<file path="config.mk">
export PLATFORM = sky130hd
export DESIGN_NAME = cpu_top
export DESIGN_NICKNAME = d
export VERILOG_FILES = /design/src/common/cpu_pkg.sv /design/src/common/core_if.sv /design/src/rtl/fetch_unit.sv /design/src/core/pipe_controller.sv /design/src/core/exec_stage.sv /design/src/rtl/cpu_top.sv
export SDC_FILE = /design/constraint.sdc
export NUM_CORES = 1
export LEC_CHECK = 0
export ABC_AREA = 0
export BUFFER_PORTS_ARGS = -buffer_cell sky130_fd_sc_hd__buf_4
export CAP_MARGIN = 20
export CELL_PAD_IN_SITES_DETAIL_PLACEMENT = 1
export CELL_PAD_IN_SITES_GLOBAL_PLACEMENT = 1
export CORE_MARGIN = 4
export CORE_UTILIZATION = 40
export DETAILED_ROUTE_END_ITERATION = 7
export PLACE_DENSITY_LB_ADDON = 0.1
export SLEW_MARGIN = 0
export SYNTH_ARGS = -nofsm -noshare
export SYNTH_HDL_FRONTEND = slang
export SYNTH_SLANG_ARGS = --single-unit
</file>
<file path="constraint.sdc">
create_clock -name clk -period 6.05 [get_ports clk]
set_input_delay 0.605 -clock clk [delete_from_list [all_inputs] [get_ports clk]]
set_output_delay 0.605 -clock clk [all_outputs]
set_load 0.1 [all_outputs]
</file>
<file path="src/common/cpu_pkg.sv">
`default_nettype none

package cpu_pkg;

   localparam int word_width = 16;
   localparam int reg_count  = 8;

   localparam int op_w   = 2;
   localparam int reg_w  = 3;
   localparam int ty_w   = 4;
   localparam int imm_w  = 8;
   localparam int alu_w  = 4;
   localparam int src_w  = 3;
   localparam int jmp_w  = 3;
   localparam int inv_w  = 2;

   // One 16-bit word, two decodings
   typedef union packed {
      struct packed {
         logic [op_w-1:0]  op;
         logic [reg_w-1:0] ra;
         logic [reg_w-1:0] rb;
         logic [ty_w-1:0]  ty;
         logic [ty_w-1:0]  spare;
      } reg_form;
      struct packed {
         logic [op_w-1:0]  op;
         logic [reg_w-1:0] sub;
         logic [reg_w-1:0] rb;
         logic [imm_w-1:0] d;   // Signed offset or value
      } imm_form;
   } inst_t;

   localparam logic [op_w-1:0] op_imm = 2'd2;
   localparam logic [op_w-1:0] op_reg = 2'd3;

   localparam logic [reg_w-1:0] sub_li   = 3'd0;
   localparam logic [reg_w-1:0] sub_addi = 3'd1;
   localparam logic [reg_w-1:0] sub_cmpi = 3'd2;
   localparam logic [reg_w-1:0] sub_b    = 3'd4;
   localparam logic [reg_w-1:0] sub_bcc  = 3'd7;

   localparam logic [reg_w-1:0] cond_be  = 3'd0;
   localparam logic [reg_w-1:0] cond_blt = 3'd1;
   localparam logic [reg_w-1:0] cond_ble = 3'd2;
   localparam logic [reg_w-1:0] cond_bne = 3'd3;

   // Register-form sub-ops, also used as ALU codes
   localparam logic [ty_w-1:0] ty_add = 4'd0;
   localparam logic [ty_w-1:0] ty_sub = 4'd1;
   localparam logic [ty_w-1:0] ty_and = 4'd2;
   localparam logic [ty_w-1:0] ty_or  = 4'd3;
   localparam logic [ty_w-1:0] ty_xor = 4'd4;
   localparam logic [ty_w-1:0] ty_cmp = 4'd5;
   localparam logic [ty_w-1:0] ty_mov = 4'd6;
   localparam logic [ty_w-1:0] ty_out = 4'd13;
   localparam logic [ty_w-1:0] ty_hlt = 4'd15;

   localparam logic [alu_w-1:0] alu_nop = 4'd15;

   localparam logic [jmp_w-1:0] jmp_none = 3'd0;
   localparam logic [jmp_w-1:0] jmp_b    = 3'd1;
   localparam logic [jmp_w-1:0] jmp_be   = 3'd2;
   localparam logic [jmp_w-1:0] jmp_blt  = 3'd3;
   localparam logic [jmp_w-1:0] jmp_ble  = 3'd4;
   localparam logic [jmp_w-1:0] jmp_bne  = 3'd5;

   localparam logic [src_w-1:0] src_reg    = 3'd0;
   localparam logic [src_w-1:0] src_pc     = 3'd1;
   localparam logic [src_w-1:0] src_imm    = 3'd2;
   localparam logic [src_w-1:0] src_zero   = 3'd3;
   localparam logic [src_w-1:0] src_fwd_ex = 3'd4;
   localparam logic [src_w-1:0] src_fwd_wb = 3'd5;

   localparam logic [inv_w-1:0] inv_free = 2'd0;
   localparam logic [inv_w-1:0] inv_ex   = 2'd2;
   localparam logic [inv_w-1:0] inv_wb   = 2'd3;

endpackage

`default_nettype wire

</file>
<file path="src/common/core_if.sv">
`timescale 1ns/1ns
`default_nettype none

interface fetch_if;
   cpu_pkg::inst_t                 inst;   // IF/ID word
   logic [cpu_pkg::word_width-1:0] pc;
   logic                           valid;
   logic                           en_pc;
   logic                           en_ifid;
   logic                           flush_ifid;
   logic                           jump;
   logic [cpu_pkg::word_width-1:0] target;

   modport fetch (output inst, pc, valid,
                  input  en_pc, en_ifid, flush_ifid, jump, target);
   modport ctrl  (input  inst, valid,
                  output en_pc, en_ifid, flush_ifid, jump, target);
   modport exec  (input  pc);
endinterface

interface ctrl_if;
   logic [cpu_pkg::alu_w-1:0]      alu_op;
   logic [cpu_pkg::src_w-1:0]      src_a;
   logic [cpu_pkg::src_w-1:0]      src_b;
   logic                           regwrite;
   logic [cpu_pkg::reg_w-1:0]      dest;
   logic [cpu_pkg::reg_w-1:0]      ra;
   logic [cpu_pkg::reg_w-1:0]      rb;
   logic [cpu_pkg::word_width-1:0] imm;
   logic                           out_en;
   logic                           halt_id;
   logic [cpu_pkg::jmp_w-1:0]      jump_kind;
   logic                           en_idex;
   logic                           flush_idex;

   logic [cpu_pkg::reg_count-1:0][cpu_pkg::inv_w-1:0] reg_invalid;
   logic [cpu_pkg::jmp_w-1:0]      jump_state;   // Branch kind now in EX
   logic                           flag_s, flag_z, flag_c, flag_v;
   logic [cpu_pkg::word_width-1:0] alu_result;

   modport ctrl (output alu_op, src_a, src_b, regwrite, dest, ra, rb, imm, out_en,
                        halt_id, jump_kind, en_idex, flush_idex,
                 input  reg_invalid, jump_state, flag_s, flag_z, flag_c, flag_v,
                        alu_result);
   modport exec (input  alu_op, src_a, src_b, regwrite, dest, ra, rb, imm, out_en,
                        halt_id, jump_kind, en_idex, flush_idex,
                 output reg_invalid, jump_state, flag_s, flag_z, flag_c, flag_v,
                        alu_result);
endinterface

`default_nettype wire

</file>
<file path="src/rtl/fetch_unit.sv">
`timescale 1ns/1ns
`default_nettype none

module fetch_unit (
   input  logic                           clk,
   input  logic                           rst_n,
   output logic                           wb_cyc,
   output logic                           wb_stb,
   output logic [cpu_pkg::word_width-1:0] wb_adr,
   input  logic [cpu_pkg::word_width-1:0] wb_dat_i,
   input  logic                           wb_ack,
   fetch_if.fetch                         fi,
   input  logic                           halted
);

   logic                           busy;   // Wishbone cycle open
   logic                           stale;
   logic                           start;
   logic                           ack_ok;
   logic                           hold_valid;
   logic [cpu_pkg::word_width-1:0] pc;
   logic [cpu_pkg::word_width-1:0] adr_q;
   logic [cpu_pkg::word_width-1:0] hold_pc;
   cpu_pkg::inst_t                 hold_inst;

   assign wb_cyc = busy;
   assign wb_stb = busy;
   assign wb_adr = adr_q;

   assign ack_ok = busy && wb_ack && !stale;
   assign start  = !busy && !halted && !hold_valid && fi.en_pc && !fi.jump;

   always_ff @(posedge clk) begin
      if( !rst_n ) begin
         busy       <= 1'b0;
         stale      <= 1'b0;
         pc         <= '0;
         hold_valid <= 1'b0;
         fi.valid   <= 1'b0;
      end else begin
         if( busy && wb_ack )
            busy <= 1'b0;
         else if( start )
            busy <= 1'b1;

         if( busy && wb_ack )
            stale <= 1'b0;
         else if( busy && fi.jump )
            stale <= 1'b1;   // Response belongs to the old path

         if( fi.jump )
            pc <= fi.target;
         else if( ack_ok )
            pc <= pc + 1'b1;

         if( fi.flush_ifid ) begin
            fi.valid   <= 1'b0;
            hold_valid <= 1'b0;
         end else if( fi.en_ifid ) begin
            fi.valid   <= hold_valid || ack_ok;
            hold_valid <= 1'b0;
         end else if( ack_ok ) begin
            hold_valid <= 1'b1;   // ID stalled
         end
      end
   end

   always_ff @(posedge clk) begin
      if( start )
         adr_q <= pc;
      if( ack_ok && !fi.en_ifid ) begin
         hold_inst <= cpu_pkg::inst_t'(wb_dat_i);
         hold_pc   <= adr_q;
      end
      if( fi.en_ifid ) begin
         if( hold_valid ) begin
            fi.inst <= hold_inst;
            fi.pc   <= hold_pc;
         end else if( ack_ok ) begin
            fi.inst <= cpu_pkg::inst_t'(wb_dat_i);
            fi.pc   <= adr_q;
         end
      end
   end

endmodule

`default_nettype wire

</file>
<file path="src/core/pipe_controller.sv">
`timescale 1ns/1ns
`default_nettype none

module pipe_controller (
   fetch_if.ctrl fi,
   ctrl_if.ctrl  ci
);

   logic [cpu_pkg::op_w-1:0]  op;
   logic [cpu_pkg::reg_w-1:0] ra, rb, sub;
   logic [cpu_pkg::ty_w-1:0]  ty;
   logic [cpu_pkg::imm_w-1:0] d;
   logic                      data_hazard;
   logic                      jump;

   assign op  = fi.inst.reg_form.op;
   assign ra  = fi.inst.reg_form.ra;
   assign rb  = fi.inst.reg_form.rb;
   assign ty  = fi.inst.reg_form.ty;
   assign sub = fi.inst.imm_form.sub;
   assign d   = fi.inst.imm_form.d;

   assign ci.ra  = ra;
   assign ci.rb  = rb;
   assign ci.imm = {{(cpu_pkg::word_width-cpu_pkg::imm_w){d[cpu_pkg::imm_w-1]}}, d};

   // OUT must read a settled register
   assign data_hazard = fi.valid && op == cpu_pkg::op_reg && ty == cpu_pkg::ty_out &&
                        ci.reg_invalid[ra] != cpu_pkg::inv_free;

   always_comb begin
      case( ci.jump_state )
         cpu_pkg::jmp_b:   jump = 1'b1;
         cpu_pkg::jmp_be:  jump = ci.flag_z;
         cpu_pkg::jmp_blt: jump = ci.flag_s ^ ci.flag_v;
         cpu_pkg::jmp_ble: jump = ci.flag_z | (ci.flag_s ^ ci.flag_v);
         cpu_pkg::jmp_bne: jump = !ci.flag_z;
         default:          jump = 1'b0;
      endcase
   end

   assign fi.jump   = jump;
   assign fi.target = ci.alu_result;   // pc + 1 + d from EX

   always_comb begin
      fi.en_pc      = 1'b1;
      fi.en_ifid    = 1'b1;
      fi.flush_ifid = 1'b0;
      ci.en_idex    = 1'b1;
      ci.flush_idex = 1'b0;
      if( jump ) begin
         fi.flush_ifid = 1'b1;
         ci.flush_idex = 1'b1;
      end else if( data_hazard ) begin
         fi.en_pc      = 1'b0;
         fi.en_ifid    = 1'b0;
         ci.flush_idex = 1'b1;   // Bubble into EX
      end
   end

   always_comb begin
      ci.alu_op    = cpu_pkg::alu_nop;
      ci.src_a     = cpu_pkg::src_reg;
      ci.src_b     = cpu_pkg::src_reg;
      ci.regwrite  = 1'b0;
      ci.dest      = ra;
      ci.out_en    = 1'b0;
      ci.halt_id   = 1'b0;
      ci.jump_kind = cpu_pkg::jmp_none;

      case( ci.reg_invalid[ra] )
         cpu_pkg::inv_ex: ci.src_b = cpu_pkg::src_fwd_ex;
         cpu_pkg::inv_wb: ci.src_b = cpu_pkg::src_fwd_wb;
         default:         ci.src_b = cpu_pkg::src_reg;
      endcase
      case( ci.reg_invalid[rb] )
         cpu_pkg::inv_ex: ci.src_a = cpu_pkg::src_fwd_ex;
         cpu_pkg::inv_wb: ci.src_a = cpu_pkg::src_fwd_wb;
         default:         ci.src_a = cpu_pkg::src_reg;
      endcase

      if( fi.valid ) begin
         if( op == cpu_pkg::op_imm ) begin
            ci.src_b = cpu_pkg::src_imm;
            ci.dest  = rb;
            case( sub )
               cpu_pkg::sub_li: begin
                  ci.regwrite = 1'b1;
                  ci.alu_op   = cpu_pkg::ty_mov;
                  ci.src_a    = cpu_pkg::src_imm;
                  ci.src_b    = cpu_pkg::src_zero;
               end
               cpu_pkg::sub_addi: begin
                  ci.regwrite = 1'b1;
                  ci.alu_op   = cpu_pkg::ty_add;
               end
               cpu_pkg::sub_cmpi: ci.alu_op = cpu_pkg::ty_cmp;
               cpu_pkg::sub_b: begin
                  ci.jump_kind = cpu_pkg::jmp_b;
                  ci.src_a     = cpu_pkg::src_pc;
               end
               cpu_pkg::sub_bcc: begin
                  ci.src_a = cpu_pkg::src_pc;
                  case( rb )   // Condition lives in rb
                     cpu_pkg::cond_be:  ci.jump_kind = cpu_pkg::jmp_be;
                     cpu_pkg::cond_blt: ci.jump_kind = cpu_pkg::jmp_blt;
                     cpu_pkg::cond_ble: ci.jump_kind = cpu_pkg::jmp_ble;
                     cpu_pkg::cond_bne: ci.jump_kind = cpu_pkg::jmp_bne;
                     default:           ci.jump_kind = cpu_pkg::jmp_none;
                  endcase
               end
               default: ;
            endcase
         end else if( op == cpu_pkg::op_reg ) begin
            case( ty )
               cpu_pkg::ty_add, cpu_pkg::ty_sub, cpu_pkg::ty_and, cpu_pkg::ty_or,
               cpu_pkg::ty_xor, cpu_pkg::ty_mov: begin
                  ci.alu_op   = ty;
                  ci.regwrite = 1'b1;
               end
               cpu_pkg::ty_cmp: ci.alu_op  = ty;
               cpu_pkg::ty_out: ci.out_en  = !data_hazard;
               cpu_pkg::ty_hlt: ci.halt_id = 1'b1;
               default: ;
            endcase
         end
      end
   end

endmodule

`default_nettype wire

</file>
<file path="src/core/exec_stage.sv">
`timescale 1ns/1ns
`default_nettype none

module exec_stage (
   input  logic                           clk,
   input  logic                           rst_n,
   ctrl_if.exec                           ci,
   fetch_if.exec                          fi,
   output logic [cpu_pkg::word_width-1:0] out_data,
   output logic                           out_valid,
   output logic                           halted
);

   logic [cpu_pkg::word_width-1:0] rf [cpu_pkg::reg_count];
   logic [cpu_pkg::word_width-1:0] a_id, b_id;

   logic [cpu_pkg::alu_w-1:0]      alu_op_ex;
   logic [cpu_pkg::jmp_w-1:0]      jump_kind_ex;
   logic                           regwrite_ex, out_en_ex, halt_ex;
   logic [cpu_pkg::reg_w-1:0]      dest_ex;
   logic                           fwd_a_ex, fwd_b_ex;
   logic [cpu_pkg::word_width-1:0] a_ex, b_ex;

   logic [cpu_pkg::word_width-1:0] op_a, op_b, result;
   logic [cpu_pkg::word_width:0]   sum, diff;
   logic                           carry, ovf, set_flags;

   logic                           regwrite_wb;
   logic [cpu_pkg::reg_w-1:0]      dest_wb;
   logic [cpu_pkg::word_width-1:0] wb_result;

   function automatic logic [cpu_pkg::word_width-1:0] sel_operand(
      input logic [cpu_pkg::src_w-1:0]      src,
      input logic [cpu_pkg::word_width-1:0] reg_val,
      input logic [cpu_pkg::word_width-1:0] pc,
      input logic [cpu_pkg::word_width-1:0] imm,
      input logic [cpu_pkg::word_width-1:0] wb_val);
      case( src )
         cpu_pkg::src_reg:    return reg_val;
         cpu_pkg::src_pc:     return pc;
         cpu_pkg::src_imm:    return imm;
         cpu_pkg::src_fwd_wb: return wb_val;   // Register written this cycle
         default:             return '0;       // Zero, or EX forward taken later
      endcase
   endfunction

   assign a_id = sel_operand(ci.src_a, rf[ci.rb], fi.pc, ci.imm, wb_result);
   assign b_id = sel_operand(ci.src_b, rf[ci.ra], fi.pc, ci.imm, wb_result);

   always_ff @(posedge clk) begin
      if( !rst_n || ci.flush_idex ) begin
         alu_op_ex    <= cpu_pkg::alu_nop;
         jump_kind_ex <= cpu_pkg::jmp_none;
         regwrite_ex  <= 1'b0;
         out_en_ex    <= 1'b0;
         halt_ex      <= 1'b0;
      end else if( ci.en_idex ) begin
         alu_op_ex    <= ci.alu_op;
         jump_kind_ex <= ci.jump_kind;
         regwrite_ex  <= ci.regwrite;
         out_en_ex    <= ci.out_en;
         halt_ex      <= ci.halt_id;
      end
   end

   always_ff @(posedge clk) begin
      if( ci.en_idex ) begin
         dest_ex  <= ci.dest;
         fwd_a_ex <= ci.src_a == cpu_pkg::src_fwd_ex;
         fwd_b_ex <= ci.src_b == cpu_pkg::src_fwd_ex;
         a_ex     <= a_id;
         b_ex     <= b_id;
      end
   end

   assign op_a = fwd_a_ex ? wb_result : a_ex;
   assign op_b = fwd_b_ex ? wb_result : b_ex;
   assign sum  = {1'b0, op_b} + {1'b0, op_a};
   assign diff = {1'b0, op_b} + {1'b0, ~op_a} + 1'b1;

   always_comb begin
      carry = 1'b0;
      ovf   = 1'b0;
      case( alu_op_ex )
         cpu_pkg::ty_add: begin
            result = sum[cpu_pkg::word_width-1:0];
            carry  = sum[cpu_pkg::word_width];
            ovf    = op_a[cpu_pkg::word_width-1] == op_b[cpu_pkg::word_width-1] &&
                     result[cpu_pkg::word_width-1] != op_b[cpu_pkg::word_width-1];
         end
         cpu_pkg::ty_sub, cpu_pkg::ty_cmp: begin   // B - A
            result = diff[cpu_pkg::word_width-1:0];
            carry  = diff[cpu_pkg::word_width];
            ovf    = op_a[cpu_pkg::word_width-1] != op_b[cpu_pkg::word_width-1] &&
                     result[cpu_pkg::word_width-1] != op_b[cpu_pkg::word_width-1];
         end
         cpu_pkg::ty_and: result = op_b & op_a;
         cpu_pkg::ty_or:  result = op_b | op_a;
         cpu_pkg::ty_xor: result = op_b ^ op_a;
         cpu_pkg::ty_mov: result = op_a;
         default:         result = op_a + op_b + 1'b1;   // Branch target pc + 1 + d
      endcase
   end

   assign set_flags = !halted && (alu_op_ex == cpu_pkg::ty_add ||
                      alu_op_ex == cpu_pkg::ty_sub || alu_op_ex == cpu_pkg::ty_cmp);
   assign ci.alu_result = result;
   assign ci.jump_state = halted ? cpu_pkg::jmp_none : jump_kind_ex;

   always_ff @(posedge clk) begin
      if( !rst_n ) begin
         ci.flag_s <= 1'b0;
         ci.flag_z <= 1'b0;
         ci.flag_c <= 1'b0;
         ci.flag_v <= 1'b0;
      end else if( set_flags ) begin
         ci.flag_s <= result[cpu_pkg::word_width-1];
         ci.flag_z <= result == '0;
         ci.flag_c <= carry;
         ci.flag_v <= ovf;
      end
   end

   always_ff @(posedge clk) begin
      if( !rst_n ) begin
         regwrite_wb <= 1'b0;
         out_valid   <= 1'b0;
         halted      <= 1'b0;
      end else begin
         regwrite_wb <= regwrite_ex && !halted;
         out_valid   <= out_en_ex && !halted;
         if( halt_ex )
            halted <= 1'b1;   // Sticky until reset
      end
   end

   always_ff @(posedge clk) begin
      dest_wb   <= dest_ex;
      wb_result <= result;
      if( out_en_ex )
         out_data <= op_b;
      if( regwrite_wb )
         rf[dest_wb] <= wb_result;
   end

   always_comb begin
      for( int r = 0; r < cpu_pkg::reg_count; r++ ) begin
         if( regwrite_ex && dest_ex == cpu_pkg::reg_w'(r) )
            ci.reg_invalid[r] = cpu_pkg::inv_ex;
         else if( regwrite_wb && dest_wb == cpu_pkg::reg_w'(r) )
            ci.reg_invalid[r] = cpu_pkg::inv_wb;
         else
            ci.reg_invalid[r] = cpu_pkg::inv_free;
      end
   end

endmodule

`default_nettype wire

</file>
<file path="src/rtl/cpu_top.sv">
`timescale 1ns/1ns
`default_nettype none

module cpu_top (
   input  logic                           clk,
   input  logic                           rst_n,
   output logic                           wb_cyc,
   output logic                           wb_stb,
   output logic [cpu_pkg::word_width-1:0] wb_adr,
   input  logic [cpu_pkg::word_width-1:0] wb_dat_i,
   input  logic                           wb_ack,
   output logic [cpu_pkg::word_width-1:0] out_data,
   output logic                           out_valid,
   output logic                           halted
);

   fetch_if fi ();
   ctrl_if  ci ();

   fetch_unit u_fetch (
      .clk      (clk),
      .rst_n    (rst_n),
      .wb_cyc   (wb_cyc),
      .wb_stb   (wb_stb),
      .wb_adr   (wb_adr),
      .wb_dat_i (wb_dat_i),
      .wb_ack   (wb_ack),
      .fi       (fi.fetch),
      .halted   (halted)
   );

   pipe_controller u_ctrl (
      .fi (fi.ctrl),
      .ci (ci.ctrl)
   );

   exec_stage u_exec (
      .clk       (clk),
      .rst_n     (rst_n),
      .ci        (ci.exec),
      .fi        (fi.exec),
      .out_data  (out_data),
      .out_valid (out_valid),
      .halted    (halted)
   );

endmodule

`default_nettype wire

</file>
* Word level (Yosys, flattened, before mapping)
Memory sizes are Yosys's and may differ from the RTL's. A register that Yosys moved wholly into a read port is not among the register bits.
Cells that the tools add are included.
W data, S select, Z words.
** Storage, ports and cells
- Word-level logic and storage cells :: 241
- Output and inout port bits :: 36
- RAM bits :: 128
- Register bits :: 188
- Memories kept :: 1
** Memories
- u_exec.rf :: words 8, width 16, rd ports 2, clocked after Yosys merged registers in 2, write ports 1, RTL line exec_stage.sv:14 : logic [cpu_pkg::word_width-1:0] rf [cpu_pkg::reg_count];
** Cells by class
- Equal/unequal tests :: 58
- Mux-type cells :: 64
- Bitwise operators :: 11
- $lt $le $gt $ge :: 2
- $add $sub $neg :: 6
- Reductions and logical operators :: 70
** Operator list (number)
- $mux W16 :: 8
- $pmux W16 S4 :: 2
- $pmux W16 S6 :: 1
- $add A16 B1 Y16 const B :: 3
- $add A16 B16 Y16 :: 3
- $eq A3 B3 Y1 const B :: 16
- $mux W2 :: 18
- $eq A3 B2 Y1 const B :: 11
- $logic_and A1 B1 Y1 :: 32
- $mux W3 :: 9
- $eq A4 B3 Y1 const B :: 6
- $pmux W3 S2 :: 4
- $eq A3 B1 Y1 const B :: 7
- $logic_not A3 Y1 :: 6
- $and A16 B16 Y16 :: 1
- $eq A4 B2 Y1 const B :: 4
- $logic_not A16 Y1 :: 1
- $not A16 Y16 :: 1
- $or A16 B16 Y16 :: 1
- $xor A16 B16 Y16 :: 1
- $mux W1 :: 13
- $bmux W2 S3 :: 2
- $eq A2 B2 Y1 const B :: 6
- $mux W4 :: 3
- 23 further kinds :: 52

* Depth between registers and ports, before layout
- Depth in word-level cells :: 13
- Depth in mapped cells :: 15
- Depth with buffers taken out :: 13

* Modules after synthesis
Synthesis repeated with hierarchy kept, for this count alone.
** Second synthesis, totals
- Cell total of the unflattened synthesis :: 1462
- Area total of the unflattened synthesis :: 17917.2 um2
** By module, submodules not included
- exec_stage :: cells an instance 1070, area each 13037.5 um2, times used 1, seq. area each 6155.9 um2
- fetch_unit :: cells an instance 241, area each 3791.1 um2, times used 1, seq. area each 2802.7 um2
- pipe_controller :: cells an instance 151, area each 1088.5 um2, times used 1, seq. area each 0.0 um2

* Least setup slack after synthesis
No wires, ideal clock.
- Path type :: reg2reg
- Start :: register u_exec.dest_wb[0] (netlist bit)
- End :: register (tool-made name)
- Data arrival time :: 4.028 ns
- Setup slack :: 1.899 ns
- Library setup time :: 0.123 ns
- Stages on the path, launching flop included :: 9
- Period minus slack after synthesis :: 4.151 ns
- Buffers on the path :: 1
- Cells stage by stage :: dfxtp_1 > clkbuf_1 > nor3_1 > o21bai_1 > o311ai_0 > o21ai_1 > and2_1 > a21oi_1 > mux2_2
** RTL lines
- start, declared :: RTL line exec_stage.sv:29 : logic [cpu_pkg::reg_w-1:0] dest_wb;
- start signal, assigned :: RTL line exec_stage.sv:138 : dest_wb <= dest_ex;

* Final worst setup path
- Start :: register u_exec.fwd_b_ex
- End :: register u_exec.ci.flag_z
** On the way
- Word-level cells in the longest chain between the ends :: 5
** Ends and longest elaborated chain
- start, declared :: RTL line exec_stage.sv:21 : logic fwd_a_ex, fwd_b_ex;
- start signal, assigned :: RTL line exec_stage.sv:70 : fwd_b_ex <= ci.src_b == cpu_pkg::src_fwd_ex;
- $mux W16 * :: RTL line exec_stage.sv:77 : assign op_b = fwd_b_ex ? wb_result : b_ex;
- named net u_exec.op_b, one bit :: RTL line exec_stage.sv:24 : logic [cpu_pkg::word_width-1:0] op_a, op_b, result;
- $add A16 B16 Y16 (on tied branches) :: RTL line exec_stage.sv:78, exec_stage.sv:101, exec_stage.sv:79
- $add A16 B1 Y16 (on tied branches) :: RTL line exec_stage.sv:101, exec_stage.sv:79
- $pmux W16 S6 * :: RTL line exec_stage.sv:84 : case( alu_op_ex )
- named net ci.alu_result, one bit :: RTL line core_if.sv:39 : logic [cpu_pkg::word_width-1:0] alu_result;
- $logic_not A16 Y1 * :: RTL line exec_stage.sv:118 : ci.flag_z <= result == '0;
- end signal, assigned :: RTL line exec_stage.sv:113 : ci.flag_z <= 1'b0;
- end signal, assigned :: RTL line exec_stage.sv:118
- end, declared :: RTL line core_if.sv:47 : output reg_invalid, jump_state, flag_s, flag_z, flag_c, flag_v,
The timed path passes the listed nets; every way through them passes the cells marked *.
A chain may end at the register's enable or synchronous reset.

==> summary.txt <==
Outcome
  – Outcome: finished, final reports clean

Clocking
  – Worst-Skew Late Latency: 0.56 ns
  – Clock Sinks: 322
  – Setup Fix Bufs, Post-CTS: 0
  – Cts repair resizes: 0
  – Hold-fix buffers, CTS: 0
  – CTS tree: built
  – H-tree depth: 2
  – Clock buffer depth: 3
  – CTS buffer count: 39
  – Reg clk slew, reported paths: 0.06 ns
  – Root Buffer: clkbuf_16

Worst hold path
  – Worst hold start: wb_dat_i[5]
  – Worst Hold Class: input pin to flip-flop

Setup path
  – Crit Path Class: flip-flop to flip-flop
  – R2R setup slack: 1.59 ns
  – CP max-delay cell: dfxtp_1
  – WP data arrival: 4.93 ns
  – R2r worst-path depth: 12
  – Worst Setup EP: u_exec.ci.flag_z$_SDFFE_PN0P_
  – Worst EP required: 6.51 ns
  – RR Startpoint: u_exec.fwd_b_ex$_DFF_P_
  – Crit path launch type: flip-flop
  – Crit path max fanout: 8
  – Crit-path cells: mux2i_1 -> inv_1 -> ha_1 -> a211oi_1 -> o21ai_0 -> nand2_1 -> a311oi_1 -> a211o_1 -> or4_1 -> nor4_2 -> nand3_1 -> o31ai_2
  – Nature of the critical path endpoint: flip-flop
  – Crit. Startpoint: u_exec.fwd_b_ex$_DFF_P_
  – Max incr delay on CP: 0.74 ns
  – Reg-to-Reg End: u_exec.ci.flag_z$_SDFFE_PN0P_

Die
  – Die Span X: 210.7 um
  – Die Ht: 210.7 um
  – Core Area: 40190 um2
  – DIE AREA: 44390 um2
  – Row count: 73
  – Starting Density: 0.4089
  – I/O pin cnt: 55

Timing
  – Final setup fails: 0
  – Pins Over Slew Limit: 0
  – Final min period: 4.463 ns
  – Slew headroom: 0.2745
  – Clock skew: 0.01292 ns
  – RSZ-0062 raised after global routing: no
  – Worst-Margin Slew: 1.087 ns
  – FMAX: 224.1 MHz
  – Setup TNS: 0 ns
  – Fin crit share: 0.7377
  – Hold Fails Final Rpt: 0

Final layout
  – ANT cells: 0
  – Fillcell total: 4170
  – Non-filler instance count after layout: 1908
  – Share of cells above drive strength 1: 0.2242
  – Register area: 8691 um2
  – Final #Nets: 1423
  – P&R area growth vs syn: 14.29%
  – Multi-input gate area: 7274 um2

Yosys
  – Syn Std Cell Area: 16430 um2
  – Syn Inst Count: 1303
  – Synth top area cells: edfxtp_1, dfxtp_1, mux4_2
  – Register area share after synthesis: 0.5287
  – Largest area contributor in the netlist: edfxtp_1
  – YS warnings: 0
  – Synth top area share: 0.4093
  – Ys async rst share: 0
  – Syn_nets: 1374
  – Distinct cells, synth: 77
  – Seq cells post-synth: 322
  – Post-synth top flop: edfxtp_1
  – Mapped Avg Cell Area: 12.61 um2
  – Post-synth EDFFs: 224

Placed design
  – Placed insts: 1832
  – Detailed Place HPWL: 35170 um
  – GPL Wtd Cong: 0.8747
  – Port bufs: 54

Detailed routing
  – Pre-Repair DR Iteration Count: 5
  – WL per Instance: 26.60 um
  – Vias/cell: 6.001
  – Via count: 11.45k
  – Iteration-0 DRC Markers: 875
  – Total Wirelength: 50760 um
  – Detailed-route DRC error count: 0
  – Routed Antenna Nets: 0

Power
  – Maximum vdd drop: 0.2306 mV
  – Pwr Total: 0.006968 W
  – Pwr Density: 371.0 nW/um2
  – Leak: 7.010 nW

GRT
  – Global-route wire length before repair: 77400 um
  – Global route overflow: 0
  – Largest net degree at the start of global routing: 36
  – Vias in the first global route: 12.03k
  – Total track usage: 0.2290
  – Initial antenna violation count: 0

Job
  – Max cap viols: 0
## cell type report
class | instances | area share
Multi-Input combinational cell | 850 | 0.3873
Sequential cell | 322 | 0.4627
Clock inverter | 26 | 0.01379
Timing Repair Buffer | 86 | 0.03564
Clock buffer | 46 | 0.05496
Inverter | 53 | 0.01059
Tap cell | 525 | 0.03497
## metrics by stage
step                hold slack [ns]  instance area [um2]  setup slack, ns    util
floorplan                    0.3290                16430            1.899       -
global placement             0.4100                17440            1.304  0.4339
detailed placement           0.4172                17440            1.214  0.4339
CTS                          0.2077                18730            1.189  0.4660
global route                 0.2188                18780            1.328  0.4673
finish                       0.2365                18780            1.587  0.4673
## report_power, final
group / switching [W] / leakage [nW] / total [W] / internal, W
sequential: 0.000306 / 2.87 / 0.00292 / 0.00261
clock: 0.000958 / 0.630 / 0.00236 / 0.00140
combinational: 0.00112 / 3.51 / 0.00169 / 0.000570
## worst max-delay path: cells and delay by family, from the launching register on
kind                     cells  cell delay [ns]
AND/OR/NAND/NOR              4             1.07
multiplexers                 1             0.45
buffers and inverters        1             0.23
flip-flops                   1             0.74
AO/OA/AOI/OAI                5             1.58
adder cells (fa/ha/maj)      1             0.28
## worst min-delay path by stage
stage | slack, ns | cells past startpoint | end
2_1_floorplan | 0.33 | 0 | u_exec.dest_wb[0]$_DFF_P_
3_3_place_gp | 0.41 | 1 | u_exec.halted$_SDFFE_PN0P_
3_5_place_dp | 0.42 | 1 | u_exec.halted$_SDFFE_PN0P_
4_1_cts | 0.21 | 1 | u_fetch.hold_inst[5]$_DFFE_PP_
5_1_grt | 0.22 | 1 | u_fetch.hold_inst[4]$_DFFE_PP_
6_report | 0.24 | 1 | u_fetch.hold_inst[5]$_DFFE_PP_
## state kept, by name, summed over array words and instances (netlist names), 4 cells and up, named ones only
signal	count
u_fetch.hold_inst	16
u_exec.rf	128
u_fetch.wb_adr	16
u_fetch.hold_pc	16
u_fetch.fi.inst	16
u_exec.b_ex	16
u_exec.alu_op_ex	4
u_exec.out_data	16
u_fetch.pc	16
u_exec.wb_result	16
u_fetch.fi.pc	16
u_exec.a_ex	16
## synth_stat cells, types with 8 or more instances
cell / number
edfxtp_1: 224
dfxtp_1: 98
nand2_1: 83
nor2_1: 72
mux2_2: 68
mux4_2: 64
a21oi_1: 58
inv_1: 51
ha_1: 49
clkbuf_1: 42
o21ai_0: 40
mux2i_1: 39
a221o_1: 37
nand3_1: 34
nor3_1: 24
o211a_1: 20
buf_1: 17
buf_2: 14
xnor2_1: 14
a21o_1: 13
nor2b_1: 13
o22ai_1: 12
xor2_1: 12
a31oi_1: 11
nand2b_1: 11
o211ai_1: 11
a211oi_1: 10
and3_1: 10
nand4_1: 10
and2_1: 9
a22o_1: 8
## logic make-up after synthesis
kind of cell / count (synthesis) / synth area share
mux: 173 / 0.1603
simple gates: 309 / 0.09426
flops: 322 / 0.5287
buf+inv: 131 / 0.03236
fa+ha+maj: 52 / 0.04096
xor+xnor: 26 / 0.01386
compound gates: 290 / 0.1295
## metal layers
metal	wire length [um]	GRT usage	vias up	part of all wire
li1	-	-	5182	-
met1	23290	0.3222	5914	0.46
met2	24390	0.3771	283	0.48
met3	1862	0.02807	71	0.037
met4	1218	0.06550	0	0.024
met5	0	0	-	0
## cells in the final DEF (no fill, tap or decap), types with 12 or more instances in the layout
cell / synthesis / final
dfxtp_1: 98 / 96
ha_1: 49 / 49
nand2_1: 83 / 83
o21ai_0: 40 / 40
inv_1: 51 / 51
o22ai_1: 12 / 12
buf_4: 4 / 84
xor2_1: 12 / 12
a221o_1: 37 / 37
xnor2_1: 14 / 14
nand3_1: 34 / 34
a21oi_1: 58 / 57
a21o_1: 13 / 13
o211a_1: 20 / 20
nor2b_1: 13 / 13
mux2_2: 68 / 68
mux2i_1: 39 / 39
edfxtp_1: 224 / 224
clkbuf_16: 0 / 39
nor3_1: 24 / 20
mux4_2: 64 / 64
nor2_1: 72 / 69
(Power assumes the default switching activity.)
